--- config.mk ---
export PLATFORM = sky130hd
export DESIGN_NAME = fetch_stage
export DESIGN_NICKNAME = d
export VERILOG_FILES = /design/src/design/mips_pkg.sv /design/src/design/fetch_stage.sv
export SDC_FILE = /design/constraint.sdc
export NUM_CORES = 1
export LEC_CHECK = 0
export BUFFER_PORTS_ARGS = -buffer_cell sky130_fd_sc_hd__buf_2
export CORE_MARGIN = 2
export CORE_UTILIZATION = 56
export CTS_BUF_LIST = sky130_fd_sc_hd__clkbuf_16
export CTS_CLUSTER_DIAMETER = 120
export DETAILED_ROUTE_END_ITERATION = 16
export PLACE_DENSITY = 0.81
export SYNTH_ARGS = -nofsm -noshare
export SYNTH_HDL_FRONTEND = slang
export SYNTH_SLANG_ARGS = --single-unit
--- constraint.sdc ---
create_clock -name clk -period 3.25 [get_ports clk]
set_input_delay 0.975 -clock clk [delete_from_list [all_inputs] [get_ports clk]]
set_output_delay 0.975 -clock clk [all_outputs]
set_load 0.01 [all_outputs]
--- src/design/mips_pkg.sv ---
package mips_pkg;

    //////////////////////////////
    // Sizes
    //////////////////////////////
    localparam int XLEN        = 32;
    localparam int REG_ADDR_W  = 5;
    localparam int IMEM_WORDS  = 64;
    localparam int IMEM_ADDR_W = $clog2(IMEM_WORDS);

    // All ones word stops the core
    localparam logic [XLEN-1:0] HALT_WORD = 32'hFFFF_FFFF;

    //////////////////////////////
    // Opcode and funct codes
    //////////////////////////////
    localparam logic [5:0] OP_RTYPE = 6'b000000;
    localparam logic [5:0] OP_ADDI  = 6'b001000;
    localparam logic [5:0] OP_ORI   = 6'b001101;
    localparam logic [5:0] OP_SLTI  = 6'b001010;

    localparam logic [5:0] FN_ADD  = 6'b100000;
    localparam logic [5:0] FN_SUB  = 6'b100010;
    localparam logic [5:0] FN_SUBU = 6'b100011;
    localparam logic [5:0] FN_AND  = 6'b100100;
    localparam logic [5:0] FN_OR   = 6'b100101;
    localparam logic [5:0] FN_NOR  = 6'b100111;
    localparam logic [5:0] FN_XOR  = 6'b100110;
    localparam logic [5:0] FN_SLT  = 6'b101010;
    localparam logic [5:0] FN_SLL  = 6'b000000;

    // ALU operations, NONE means no register write
    localparam int ALU_OP_W = 4;
    localparam logic [ALU_OP_W-1:0] ALU_ADD  = 4'd0;
    localparam logic [ALU_OP_W-1:0] ALU_SUB  = 4'd1;
    localparam logic [ALU_OP_W-1:0] ALU_AND  = 4'd2;
    localparam logic [ALU_OP_W-1:0] ALU_OR   = 4'd3;
    localparam logic [ALU_OP_W-1:0] ALU_NOR  = 4'd4;
    localparam logic [ALU_OP_W-1:0] ALU_XOR  = 4'd5;
    localparam logic [ALU_OP_W-1:0] ALU_SLT  = 4'd6;
    localparam logic [ALU_OP_W-1:0] ALU_SLL  = 4'd7;
    localparam logic [ALU_OP_W-1:0] ALU_NONE = 4'd15;

    // Wishbone word address, region in the top two bits
    localparam int WB_ADR_W = 10;
    localparam logic [1:0] REGION_IMEM = 2'b00;
    localparam logic [1:0] REGION_REGS = 2'b01;
    localparam logic [1:0] REGION_CTRL = 2'b10;

    // One instruction word seen as R-type or I-type fields
    typedef union packed {
        struct packed {
            logic [5:0] opcode;
            logic [4:0] rs;
            logic [4:0] rt;
            logic [4:0] rd;
            logic [4:0] shamt;
            logic [5:0] funct;
        } r;
        struct packed {
            logic [5:0]  opcode;
            logic [4:0]  rs;
            logic [4:0]  rt;
            logic [15:0] imm16;
        } i;
    } instr_word_u;

endpackage

--- src/design/fetch_stage.sv ---
`timescale 1ns/1ps

module fetch_stage
    import mips_pkg::*;
(
    input  logic            clk,
    input  logic            reset,
    input  logic            start,
    input  logic            halt_seen,
    output logic [XLEN-1:0] pc,
    output logic            fetch_valid
);

    // Set by start, dropped once decode reports the halt word
    logic running;

    always_ff @(posedge clk)
    begin
        if (reset)
        begin
            pc          <= '0;
            running     <= 1'b0;
            fetch_valid <= 1'b0;
        end
        else
        begin
            // Lines up with the registered read in instr_mem
            fetch_valid <= running;

            if (start)
            begin
                // Program always begins at word 0
                pc      <= '0;
                running <= 1'b1;
            end
            else if (halt_seen)
            begin
                running <= 1'b0;
            end
            else if (running)
            begin
                pc <= pc + XLEN'(4);
            end
        end
    end

endmodule

Yosys cells after proc, flatten, opt, wreduce, memory -nomap -nowiden
Index checks and enable logic that the tools add are counted.
W data, S select, Z words.
{ "totals": {"ff_bits": 34, "latch_bits": 0, "ramBits": 0, "romBits": 0, "memories": 0} }
{ "op_classes": {"n_addsub": 1, "n_mul": 0, "div": 0, "order_cmp": 0, "n_eq_ne": 0, "n_shift": 0, "mux": 2, "n_bitwise": 1, "n_reduce_logical": 3} }
{ "ops": {"columns": ["op", "count"], "rows": [
  ["$add A32 B3 Y32 const B", 1],
  ["$mux W1", 2],
  ["$reduce_and A2 Y1", 1],
  ["$reduce_bool A2 Y1", 1],
  ["$reduce_or A2 Y1", 1],
  ["$not A1 Y1", 1]
]} }

Logic depth before layout (Yosys ltp)
Gate-level depths: netlist (run 1).
{ "logic_depth": {"word_depth": 2, "depth_mapped": 6, "depth_no_buf": 5} }

Worst setup path after synthesis (run 1)
No wires, ideal clock.
{ "synth_path": {"path_type": "input to register", "from": "input halt_seen", "to": "register pc[23]", "setup_time_ns": 0.070, "t_arrival_ns": 2.322, "t_required_ns": 3.180, "slack_ns": 0.858, "stages": 5, "n_path_buf": 1, "cell_sequence": "nand3b_1 or3_4 buf_6 or4_1 a21oi_1"} }
{ "synth_between": {"elab_chain_len": 2} }
{ "synth_rtl": {"columns": ["item", "line", "text"], "rows": [
  ["start, declared", "fetch_stage.sv:9", "input logic halt_seen,"],
  ["$not A1 Y1 (no line)", null, null],
  ["$reduce_and A2 Y1 (no line)", null, null],
  ["end signal, assigned", "fetch_stage.sv:42", "pc <= pc + XLEN'(4);"],
  ["end, declared", "fetch_stage.sv:10", "output logic [XLEN-1:0] pc,"]
]} }
Every way passes these cells.
A chain may end at the register's enable or synchronous reset.

Final worst setup path (run 1)
{ "layout_path": {"from": "input halt_seen", "to": "register pc[15]"} }
Same word-level chain as after synthesis.

==> results by group, run 1 <==
STA
  • TNS Setup: 0 ps
  • Setup violators final: 0
  • Layout Skew: 6.07 ps
  • Fmax: 438 MHz
  • Tmin final: 2280 ps
  • Worst-margin pin slew: roughly 550 ps
  • Rel. slew slack: 63.2%
  • Final hold viol count: 0
  • Period utilization: 70.2%
  • RSZ-0062 raised after global routing: no
  • WHS: between 400 and 500 ps
  • Final number of max-transition violations: 0

Pwr
  • Overall power: 0.844 mW
  • Pwr dens: 461 nW/um^2
  • Combinational share of power: about 1.9%
  • Flop pwr share: a little under half
  • Worst vdd ir: 468 uV
  • Sw Share: a little over 20%
  • Internal cell power: 0.674 mW
  • Clock power frac: 51.2%
  • P_leak: 0.698 nW
  • Sw Pwr: 0.170 mW

Placement
  • IO Port Bufs: 34
  • Hpwl dp: 2400 um
  • RePlAce Congestion: around 0.80

Global route
  • GR Overflow Total: 0
  • First-pass GRT wire length: 5900 um
  • Global Route Usage Sum: 24.0%
  • Vias in the first global route: 1314
  • Largest net degree at the start of global routing: 31
  • Antenna violations before repair: 0

Hold path
  • Hold crit path type: flip-flop to flip-flop
  • HP Start: pc[31]$_SDFFE_PP0P_

Synth
  • Main area contributors after synthesis: dfxtp_1, or4_1, a21oi_1, nand4_1, o31ai_1
  • Syn_area_per_cell: approximately 8.7 sq um
  • Library cells used by synthesis: 38
  • Synth Area in XOR/XNOR: 5.66%
  • Cell taking the most area after synthesis: dfxtp_1
  • Yosys synthesis warning count: 0
  • Synth top area share: between 40% and 50%
  • Post-synthesis sequential area ratio: around two fifths
  • Mapped Area: 1550 sq um
  • Simple-Gate Fraction of Synth Area: a little under a third
  • Post-synthesis mux area share: 0.647%
  • Largest family of logic cells by synthesized area: simple AND/OR/NAND/NOR gates
  • Area fraction in compound gates after synthesis: 14.4%
  • Post-Synthesis Cells: 178
  • Adder-Cell Fraction of Synth Area: 0.808%
  • Post-synthesis register bit count: 32

Floorplanning
  • Site row count: 19
  • Die X: around 57 um
  • CORE AREA: 2690 sq um
  • Initial Util: 57.6%
  • DIE HEIGHT: approximately 57 um
  • DIE AREA: 3200 sq um
  • Ports: 37

CTS
  • Total CTS buffers: 5
  • Number of H-tree levels: 2
  • Clock Latency Late Sink: 280 ps
  • Clk sinks: 32
  • Resize count post-CTS: 0
  • CTS tree: yes
  • Worst-path clk slew: 50 ps
  • CTS Hold Buffers Added: 0
  • Root buf cell: clkbuf_16
  • CTS Buffer Depth: 2
  • Post-CTS setup buffers: 0

Critical path
  • CP Max Fanout: 6
  • CP startpoint: halt_seen
  • Endpoint type of the worst setup path: flip-flop
  • Req. time, crit path: around 3500 ps
  • Reg2reg start: pc[2]$_SDFFE_PP0P_
  • Startpoint types: input port
  • Crit path arrival time: 2490 ps
  • Critical path class: input port to flip-flop

Cells and area
  • ANT cells: 0
  • Share of post-route cells with drive strength above 1: 23.0%
  • Layout area overhead: 18.3%
  • Most frequent cells in the layout: buf_2, dfxtp_1, a21oi_1
  • Post-layout util: around 68%
  • Most common cell after layout, fill and taps aside: buf_2
  • Final #Nets: between 200 and 250

Route
  • Via/cell ratio: 6.10
  • Routed wire length: 3570 um
  • Post-route ant nets: 0
  • Routed length per instance: 14.6 um
  • Initial drt markers: 46
  • Vias: 1489
  • Pre-Repair DR Iteration Count: 4
  • DRC: 0

Job
  • Max-cap violation count: 0

Outcome
  • Status: completed
==> flip-flops by register name (all words and copies together), names as in the netlist <==
signal	count
fetch_valid	1
pc	30
running	1
==> layout make-up <==
cell class | instances | area (sq um)
Timing Repair Buffer | 35 | 178
Multi-Input combinational cell | 137 | 833
Inverter | 1 | 3.75
Clock inverter | 3 | 11.3
Clock buffer | 5 | 125
Sequential cell | 32 | 641
Tap cell | 31 | 38.8
Fill cell | 228 | 856
==> power groups by stage <==
| stage | registers, mW | clock network [mW] | logic (mW) |
|---|---|---|---|
| global placement | 0.404 | 0 | 0.0155 |
| finish | 0.396 | 0.432 | 0.0159 |
| global route | 0.396 | 0.456 | 0.0178 |
| CTS | 0.396 | 0.437 | 0.0160 |
| detailed placement | 0.404 | 0 | 0.0160 |
| floorplan | 0.404 | 0 | 0.0146 |
==> worst paths after layout <==
kind / to / slack (ps) / cells after the start
max: pc[15]$_SDFFE_PP0P_ / 970 / 5
min: pc[31]$_SDFFE_PP0P_ / 480 / 2
min reg2reg: pc[31]$_SDFFE_PP0P_ / 480 / 2
max reg2reg: pc[22]$_SDFFE_PP0P_ / 1330 / 6
==> through the flow <==
| step | setup WS [ps] | instance area (sq um) | instances |
|---|---|---|---|
| after floorplan | 858 | 1550 | 179 |
| after global placement | 729 | 1690 | 236 |
| after detailed placement | 695 | 1690 | 236 |
| after CTS | 976 | 1830 | 244 |
| after global routing | 866 | 1830 | 244 |
| final | 968 | 1830 | 244 |
==> cells by family after synthesis <==
logic type,Yosys count
buffers and inverters,10
AO/OA/AOI/OAI,37
multiplexers,1
flip-flops,32
other,1
XOR/XNOR,10
adder cells (fa/ha/maj),1
AND/OR/NAND/NOR,86
==> critical path, stage by stage <==
cell and delay (ps):
buf_2 110, nand3b_1 230, or4_1 610, or4_1 460, nand2_1 110
==> cells in the mapped netlist <==
cell      number
or3_4          1
buf_6          3
or2_2          1
xnor2_1        4
nor4_1         1
clkbuf_1       3
buf_4          2
and2_1         2
and4b_1        1
or4_1         12
o21ai_0        6
and4_1         2
a31o_2         1
conb_1         1
mux2i_1        1
and3_2         2
ha_1           1
and3_1         2
o211ai_1       1
a41o_1         1
and4_4         1
nor3_1         3
xor2_1         6
clkbuf_8       1
or3_1          4
and4_2         1
nand4_1       12
nand3_1        4
o31ai_1       10
nand2_1       16
nor2b_1        2
inv_1          1
a31oi_1        1
dfxtp_1       32
nand3b_1       1
nor2_1        16
a21oi_1       17
or3_2          2
==> routing by layer <==
metal / share of wire [%] / GRT usage (%) / vias to the layer above
li1: - / - / 728
met1: 42 / 28.1 / 702
met4: 2.9 / 12.9 / 0
met2: 49 / 38.4 / 46
met3: 5.6 / 8.29 / 13
met5: 0 / 0 / -
(Power assumes the default switching activity.)
==> run 2, diff against run 1 <==
--- a/config.mk
+++ b/config.mk
@@ -7,11 +7,11 @@
 export LEC_CHECK = 0
 export BUFFER_PORTS_ARGS = -buffer_cell sky130_fd_sc_hd__buf_2
 export CORE_MARGIN = 2
-export CORE_UTILIZATION = 56
+export CORE_UTILIZATION = 52
 export CTS_BUF_LIST = sky130_fd_sc_hd__clkbuf_16
 export CTS_CLUSTER_DIAMETER = 120
 export DETAILED_ROUTE_END_ITERATION = 16
-export PLACE_DENSITY = 0.81
+export PLACE_DENSITY = 0.76
 export SYNTH_ARGS = -nofsm -noshare
 export SYNTH_HDL_FRONTEND = slang
 export SYNTH_SLANG_ARGS = --single-unit
==> constraint.sdc (replaced) <==
create_clock -name clk -period 2.14 [get_ports clk]
set_input_delay 0.642 -clock clk [delete_from_list [all_inputs] [get_ports clk]]
set_output_delay 0.642 -clock clk [all_outputs]
set_load 0.01 [all_outputs]
==> results by group, run 2 (synthesized netlist as in run 1, its figures left out) <==
Pwr
  • Sw Pwr: 0.249 mW (+47%)
  • Internal cell power: 1.03 mW (+52%)
  • Flop pwr share: 47.2% (+0.3 points)
  • Combinational share of power: 2.0% (about the same)
  • Clock power frac: 50.7% (-0.5 points)
  • Pwr dens: 682 nW/um^2 (+48%)
  • Worst vdd ir: 695 uV (+48%)
  • P_leak: 0.722 nW (+3.4%)
  • Sw Share: 19.5% (-0.57 points)

STA
  • Final number of max-transition violations: 0 (unchanged)
  • Period utilization: approximately 90%
  • RSZ-0062 raised after global routing: no
  • Tmin final: around 2000 ps
  • Final hold viol count: 0 (unchanged)
  • Layout Skew: 4.06 ps (-2.01 ps)
  • Setup violators final: 0 (unchanged)
  • Fmax: slightly above 500 MHz
  • TNS Setup: 0 ps (unchanged)

Cells and area
  • Final Instance Area: 1870 sq um (+2.1%)
  • Top reg by flops: pc
  • Post-layout util: 67.2% (-0.98 points)
  • Most common cell after layout, fill and taps aside: buf_2
  • Share of post-route cells with drive strength above 1: 24.8% (+1.8 points)
  • Most frequent cells in the layout: buf_2, dfxtp_1, a21oi_1
  • Final #Nets: 222 (+2.3%)
  • ANT cells: 0 (unchanged)
  • Layout area overhead: 20.7%
  • Max reg flops: 30 (unchanged)
  • Largest regs: pc: 30 flops, fetch_valid: 1 flops, running: 1 flops

CTS
  • Clk sinks: 32 (unchanged)
  • Post-CTS setup buffers: 0 (unchanged)
  • Total CTS buffers: 5 (unchanged)
  • Number of H-tree levels: 2 (unchanged)
  • Resize count post-CTS: 0 (unchanged)
  • CTS tree: yes
  • Root buf cell: clkbuf_16
  • Clock Latency Late Sink: 270 ps (about the same)
  • CTS Hold Buffers Added: 0 (unchanged)
  • CTS Buffer Depth: 2 (unchanged)
  • Worst-path clk slew: 50 ps (about the same)

Floorplanning
  • DIE AREA: 3430 sq um (+7.1%)
  • Ports: 37 (unchanged)
  • Die X: 58.6 um (+3.5%)
  • Site row count: 19 (unchanged)
  • CORE AREA: 2780 sq um (+3.5%)
  • DIE HEIGHT: 58.6 um (+3.5%)
  • Initial Util: 55.6% (-2.0 points)

Global route
  • Global Route Usage Sum: 22.2% (-1.8 points)
  • First-pass GRT wire length: 5820 um (-1.3%)
  • Antenna violations before repair: 0 (unchanged)
  • GR Overflow Total: 0 (unchanged)
  • Vias in the first global route: 1359 (+3.4%)
  • Largest net degree at the start of global routing: 30 (-3.2%)

Critical path
  • CP startpoint: halt_seen
  • Cell chain of the critical path: buf_2 -> nand3b_1 -> or3_4 -> or4_1 -> a21oi_1
  • Req. time, crit path: 2330 ps (-1130 ps)
  • Endpoint type of the worst setup path: flip-flop
  • CP top delay family: simple AND/OR/NAND/NOR gates
  • Slowest cell on the critical path: or4_1
  • Reg2reg start: pc[10]$_SDFFE_PP0P_
  • Buf+Inv Stages, Crit Path: 1 (unchanged)
  • CP Max Fanout: 14 (+8)
  • Startpoint types: input port
  • Critical path class: input port to flip-flop
  • Crit path arrival time: 2150 ps (-340 ps)
  • Max incr delay on CP: 530 ps (-80 ps)

Route
  • Post-route ant nets: 0 (unchanged)
  • Wire length on met2: 1820 um (+3.8%)
  • Wire length on met3: 188 um (-6.0%)
  • Uppermost layer routed: met4
  • Initial drt markers: 69 (+50%)
  • Routed length on met1: 1450 um (-3.9%)
  • Routed length per instance: 14.1 um (-3.7%)
  • Via/cell ratio: 6.08 (-0.30%)
  • Routed wire length: 3510 um (-1.8%)
  • Pre-Repair DR Iteration Count: 4 (unchanged)
  • Vias: 1515 (+1.7%)
  • DRC: 0 (unchanged)

Job
  • Max-cap violation count: 0 (unchanged)

Placement
  • Placed cell area: 1730 sq um (+2.2%)
  • Hpwl dp: 2500 um (+4.3%)
  • IO Port Bufs: 34 (unchanged)
  • RePlAce Congestion: 0.783 (-2.5%)

Hold path
  • Hold crit path type: flip-flop to flip-flop
  • HP Start: pc[31]$_SDFFE_PP0P_

Outcome
  • Status: completed
run 2: changes by cell type in the layout (fill, tap and decap cells not counted):
cell	delta
buf_4	+5
run 2: final timing paths:
kind	to	slack [ps]	cells past startpoint
max	pc[19]$_SDFFE_PP0P_	190	5
min	pc[31]$_SDFFE_PP0P_	470	2
max reg2reg	pc[19]$_SDFFE_PP0P_	250	4
min reg2reg	pc[31]$_SDFFE_PP0P_	470	2
run 2: layout make-up:
| class | instances | area (sq um) |
|---|---|---|
| Clock buffer | 5 | 125 |
| Timing Repair Buffer | 40 | 215 |
| Clock inverter | 3 | 11.3 |
| Fill cell | 230 | 913 |
| Inverter | 1 | 3.75 |
| Tap cell | 31 | 38.8 |
| Sequential cell | 32 | 641 |
| Multi-Input combinational cell | 137 | 833 |
run 2: routing by layer:
metal	vias up	track usage (%)
met5	-	0
met4	0	14.6
met3	5	6.37
met2	43	35.2
met1	724	26.0
li1	743	-
run 2: through the flow:
step,power (mW),worst slack (ps),hold WS (ps),cells
final,1.27,185,468,249
after global routing,1.32,81.5,512,249
after CTS,1.28,188,476,249
after detailed placement,0.639,-96.4,469,241
after global placement,0.638,22.4,457,241
after floorplan,0.636,81.5,461,179
run 2: power groups by stage:
stage / Combinational (mW) / Sequential [mW] / Clock (mW)
6_report: 0.0259 / 0.602 / 0.646
5_1_grt: 0.0283 / 0.601 / 0.688
4_1_cts: 0.0258 / 0.602 / 0.656
3_5_place_dp: 0.0258 / 0.613 / 0
3_3_place_gp: 0.0249 / 0.613 / 0
2_1_floorplan: 0.0221 / 0.614 / 0
run 2: worst reg2reg max path, cell delays in order (launching register included):
cell and delay, ps:
dfxtp_1 420, nand4_1 180, or3_4 490, or4_1 530, a21oi_1 190
==> run 3, diff against run 2 <==
--- a/config.mk
+++ b/config.mk
@@ -6,8 +6,10 @@
 export NUM_CORES = 1
 export LEC_CHECK = 0
 export BUFFER_PORTS_ARGS = -buffer_cell sky130_fd_sc_hd__buf_2
+export CELL_PAD_IN_SITES_DETAIL_PLACEMENT = 1
+export CELL_PAD_IN_SITES_GLOBAL_PLACEMENT = 1
 export CORE_MARGIN = 2
-export CORE_UTILIZATION = 52
+export CORE_UTILIZATION = 39
 export CTS_BUF_LIST = sky130_fd_sc_hd__clkbuf_16
 export CTS_CLUSTER_DIAMETER = 120
 export DETAILED_ROUTE_END_ITERATION = 16
==> results by group, run 3 (synthesized netlist as in run 1, its figures left out) <==
Cells and area
  • Layout area overhead: 23.2%
  • Max reg flops: 30 (unchanged)
  • Post-layout util: 50.9% (-16 points)
  • Final #Nets: 224 (+0.90%)
  • Most frequent cells in the layout: buf_2, dfxtp_1, a21oi_1
  • ANT cells: 0 (unchanged)
  • Largest regs: pc: 30 flops, fetch_valid: 1 flops, running: 1 flops
  • Share of post-route cells with drive strength above 1: 26.4% (+1.6 points)
  • Top reg by flops: pc
  • Fin cells: 268 (+7.6%)
  • Most common cell after layout, fill and taps aside: buf_2
  • Final Instance Area: 1910 sq um (+2.1%)

Floorplanning
  • Site row count: 22 (+3)
  • CORE AREA: 3740 sq um (+35%)
  • DIE HEIGHT: 67.0 um (+14%)
  • DIE AREA: 4490 sq um (+31%)
  • Initial Util: 41.3% (-14 points)
  • Ports: 37 (unchanged)
  • Die X: 67.0 um (+14%)

Critical path
  • CP top delay family: simple AND/OR/NAND/NOR gates
  • Buf+Inv Stages, Crit Path: 1 (unchanged)
  • Startpoint types: input port
  • Endpoint type of the worst setup path: flip-flop
  • CP Max Fanout: 14 (unchanged)
  • Req. time, crit path: 2330 ps (about the same)
  • Critical Path Stages: 5 (unchanged)
  • Max incr delay on CP: 510 ps (-20 ps)
  • Critical path class: input port to flip-flop
  • Crit path arrival time: 2140 ps (about the same)
  • Cell chain of the critical path: buf_2 -> nand3b_1 -> or3_4 -> or4_1 -> a21oi_1
  • Slowest cell on the critical path: or4_1
  • Reg2Reg Depth: 4 (unchanged)

Pwr
  • Internal cell power: 1.03 mW (+0.42%)
  • P_leak: 0.729 nW (+0.94%)
  • Pwr dens: 681 nW/um^2 (-0.15%)
  • Clock power frac: 51.7% (+1.0 points)
  • Sw Pwr: 0.269 mW (+8.1%)
  • Worst vdd ir: 613 uV (-12%)
  • Flop pwr share: 46.3% (-0.9 points)
  • Sw Share: 20.7% (+1.2 points)
  • Combinational share of power: 2.0% (about the same)

CTS
  • Number of H-tree levels: 2 (unchanged)
  • Root buf cell: clkbuf_16
  • Clock Latency Late Sink: 270 ps (about the same)
  • Clk sinks: 32 (unchanged)
  • Resize count post-CTS: 0 (unchanged)
  • Post-CTS setup buffers: 0 (unchanged)
  • Total CTS buffers: 5 (unchanged)
  • CTS tree: yes
  • Worst-path clk slew: 50 ps (about the same)
  • CTS Buffer Depth: 2 (unchanged)
  • CTS Hold Buffers Added: 0 (unchanged)

Global route
  • GR Overflow Total: 0 (unchanged)
  • Largest net degree at the start of global routing: 30 (unchanged)
  • Global Route Usage Sum: 19.8% (-2.4 points)
  • Antenna violations before repair: 0 (unchanged)
  • Vias in the first global route: 1494 (+9.9%)
  • First-pass GRT wire length: 6720 um (+15%)

Route
  • Initial drt markers: 57 (-17%)
  • Routed wire length: 4080 um (+16%)
  • Vias: 1512 (-0.20%)
  • Pre-Repair DR Iteration Count: 4 (unchanged)
  • DRC: 0 (unchanged)
  • Via/cell ratio: 5.64 (-7.3%)
  • Routed length per instance: 15.2 um (+8.2%)
  • Post-route ant nets: 0 (unchanged)

STA
  • Setup violators final: 0 (unchanged)
  • Final number of max-transition violations: 0 (unchanged)
  • RSZ-0062 raised after global routing: no
  • Final hold viol count: 0 (unchanged)
  • Period utilization: 91.0% (-0.31 points)
  • Fmax: 513 MHz (+0.34%)
  • Worst Setup Slack, final: 192 ps (+6.57 ps)
  • WHS: 495 ps (+26.5 ps)
  • Tmin final: 1950 ps (-6.57 ps)
  • Layout Skew: 3.24 ps (-0.819 ps)

Hold path
  • Hold crit path type: flip-flop to flip-flop
  • Hold-critical path depth: 2 (unchanged)

Placement
  • RePlAce Congestion: 0.753 (-3.8%)
  • IO Port Bufs: 34 (unchanged)
  • Cell count after placement: 260 (+7.9%)
  • Pre-CTS WS: -36.2 ps (+60.2 ps)
  • Placed cell area: 1770 sq um (+2.1%)
  • Hpwl dp: 2900 um (+16%)

Job
  • Max-cap violation count: 0 (unchanged)

Outcome
  • Status: completed
[run 3: per-stage QoR]
stage	power [mW]	setup TNS (ps)
final	1.30	0
after global routing	1.34	0
after CTS	1.32	0
after detailed placement	0.641	-121
after global placement	0.639	0
after floorplan	0.636	0
[run 3: layout make-up]
class | count | area [sq um]
timing repair buffer | 42 | 230
clock buffer | 5 | 125
tap | 48 | 60.1
sequential | 32 | 641
multi-input combinational | 137 | 833
inverter | 1 | 3.75
fill | 472 | 1840
clock inverter | 3 | 13.8
[run 3: path summary, 6_finish.rpt]
check	from	end	slack, ps
max	halt_seen	pc[23]$_SDFFE_PP0P_	190
min	pc[31]$_SDFFE_PP0P_	pc[31]$_SDFFE_PP0P_	490
max reg2reg	pc[9]$_SDFFE_PP0P_	pc[23]$_SDFFE_PP0P_	230
min reg2reg	pc[31]$_SDFFE_PP0P_	pc[31]$_SDFFE_PP0P_	490
[run 3: power groups by stage]
stage,Combinational (mW),Clock [mW],Sequential (mW)
after floorplan,0.0221,0,0.614
after global routing,0.0296,0.714,0.601
after global placement,0.0257,0,0.613
after detailed placement,0.0269,0,0.614
final,0.0265,0.671,0.601
after CTS,0.0269,0.691,0.601
[run 3: tightest hold or removal path: cells and delay by family (launching register included)]
family | cells | cell delay (ps)
AO/OA/AOI/OAI | 2 | 130
flip-flops | 1 | 310
[run 3: layer usage]
layer | track usage [%] | wire length [um] | up-vias
met5 | 0 | 0 | -
met4 | 4.59 | 29 | 0
met3 | 6.08 | 179 | 5
met2 | 37.9 | 2200 | 29
met1 | 20.9 | 1670 | 738
li1 | - | - | 740
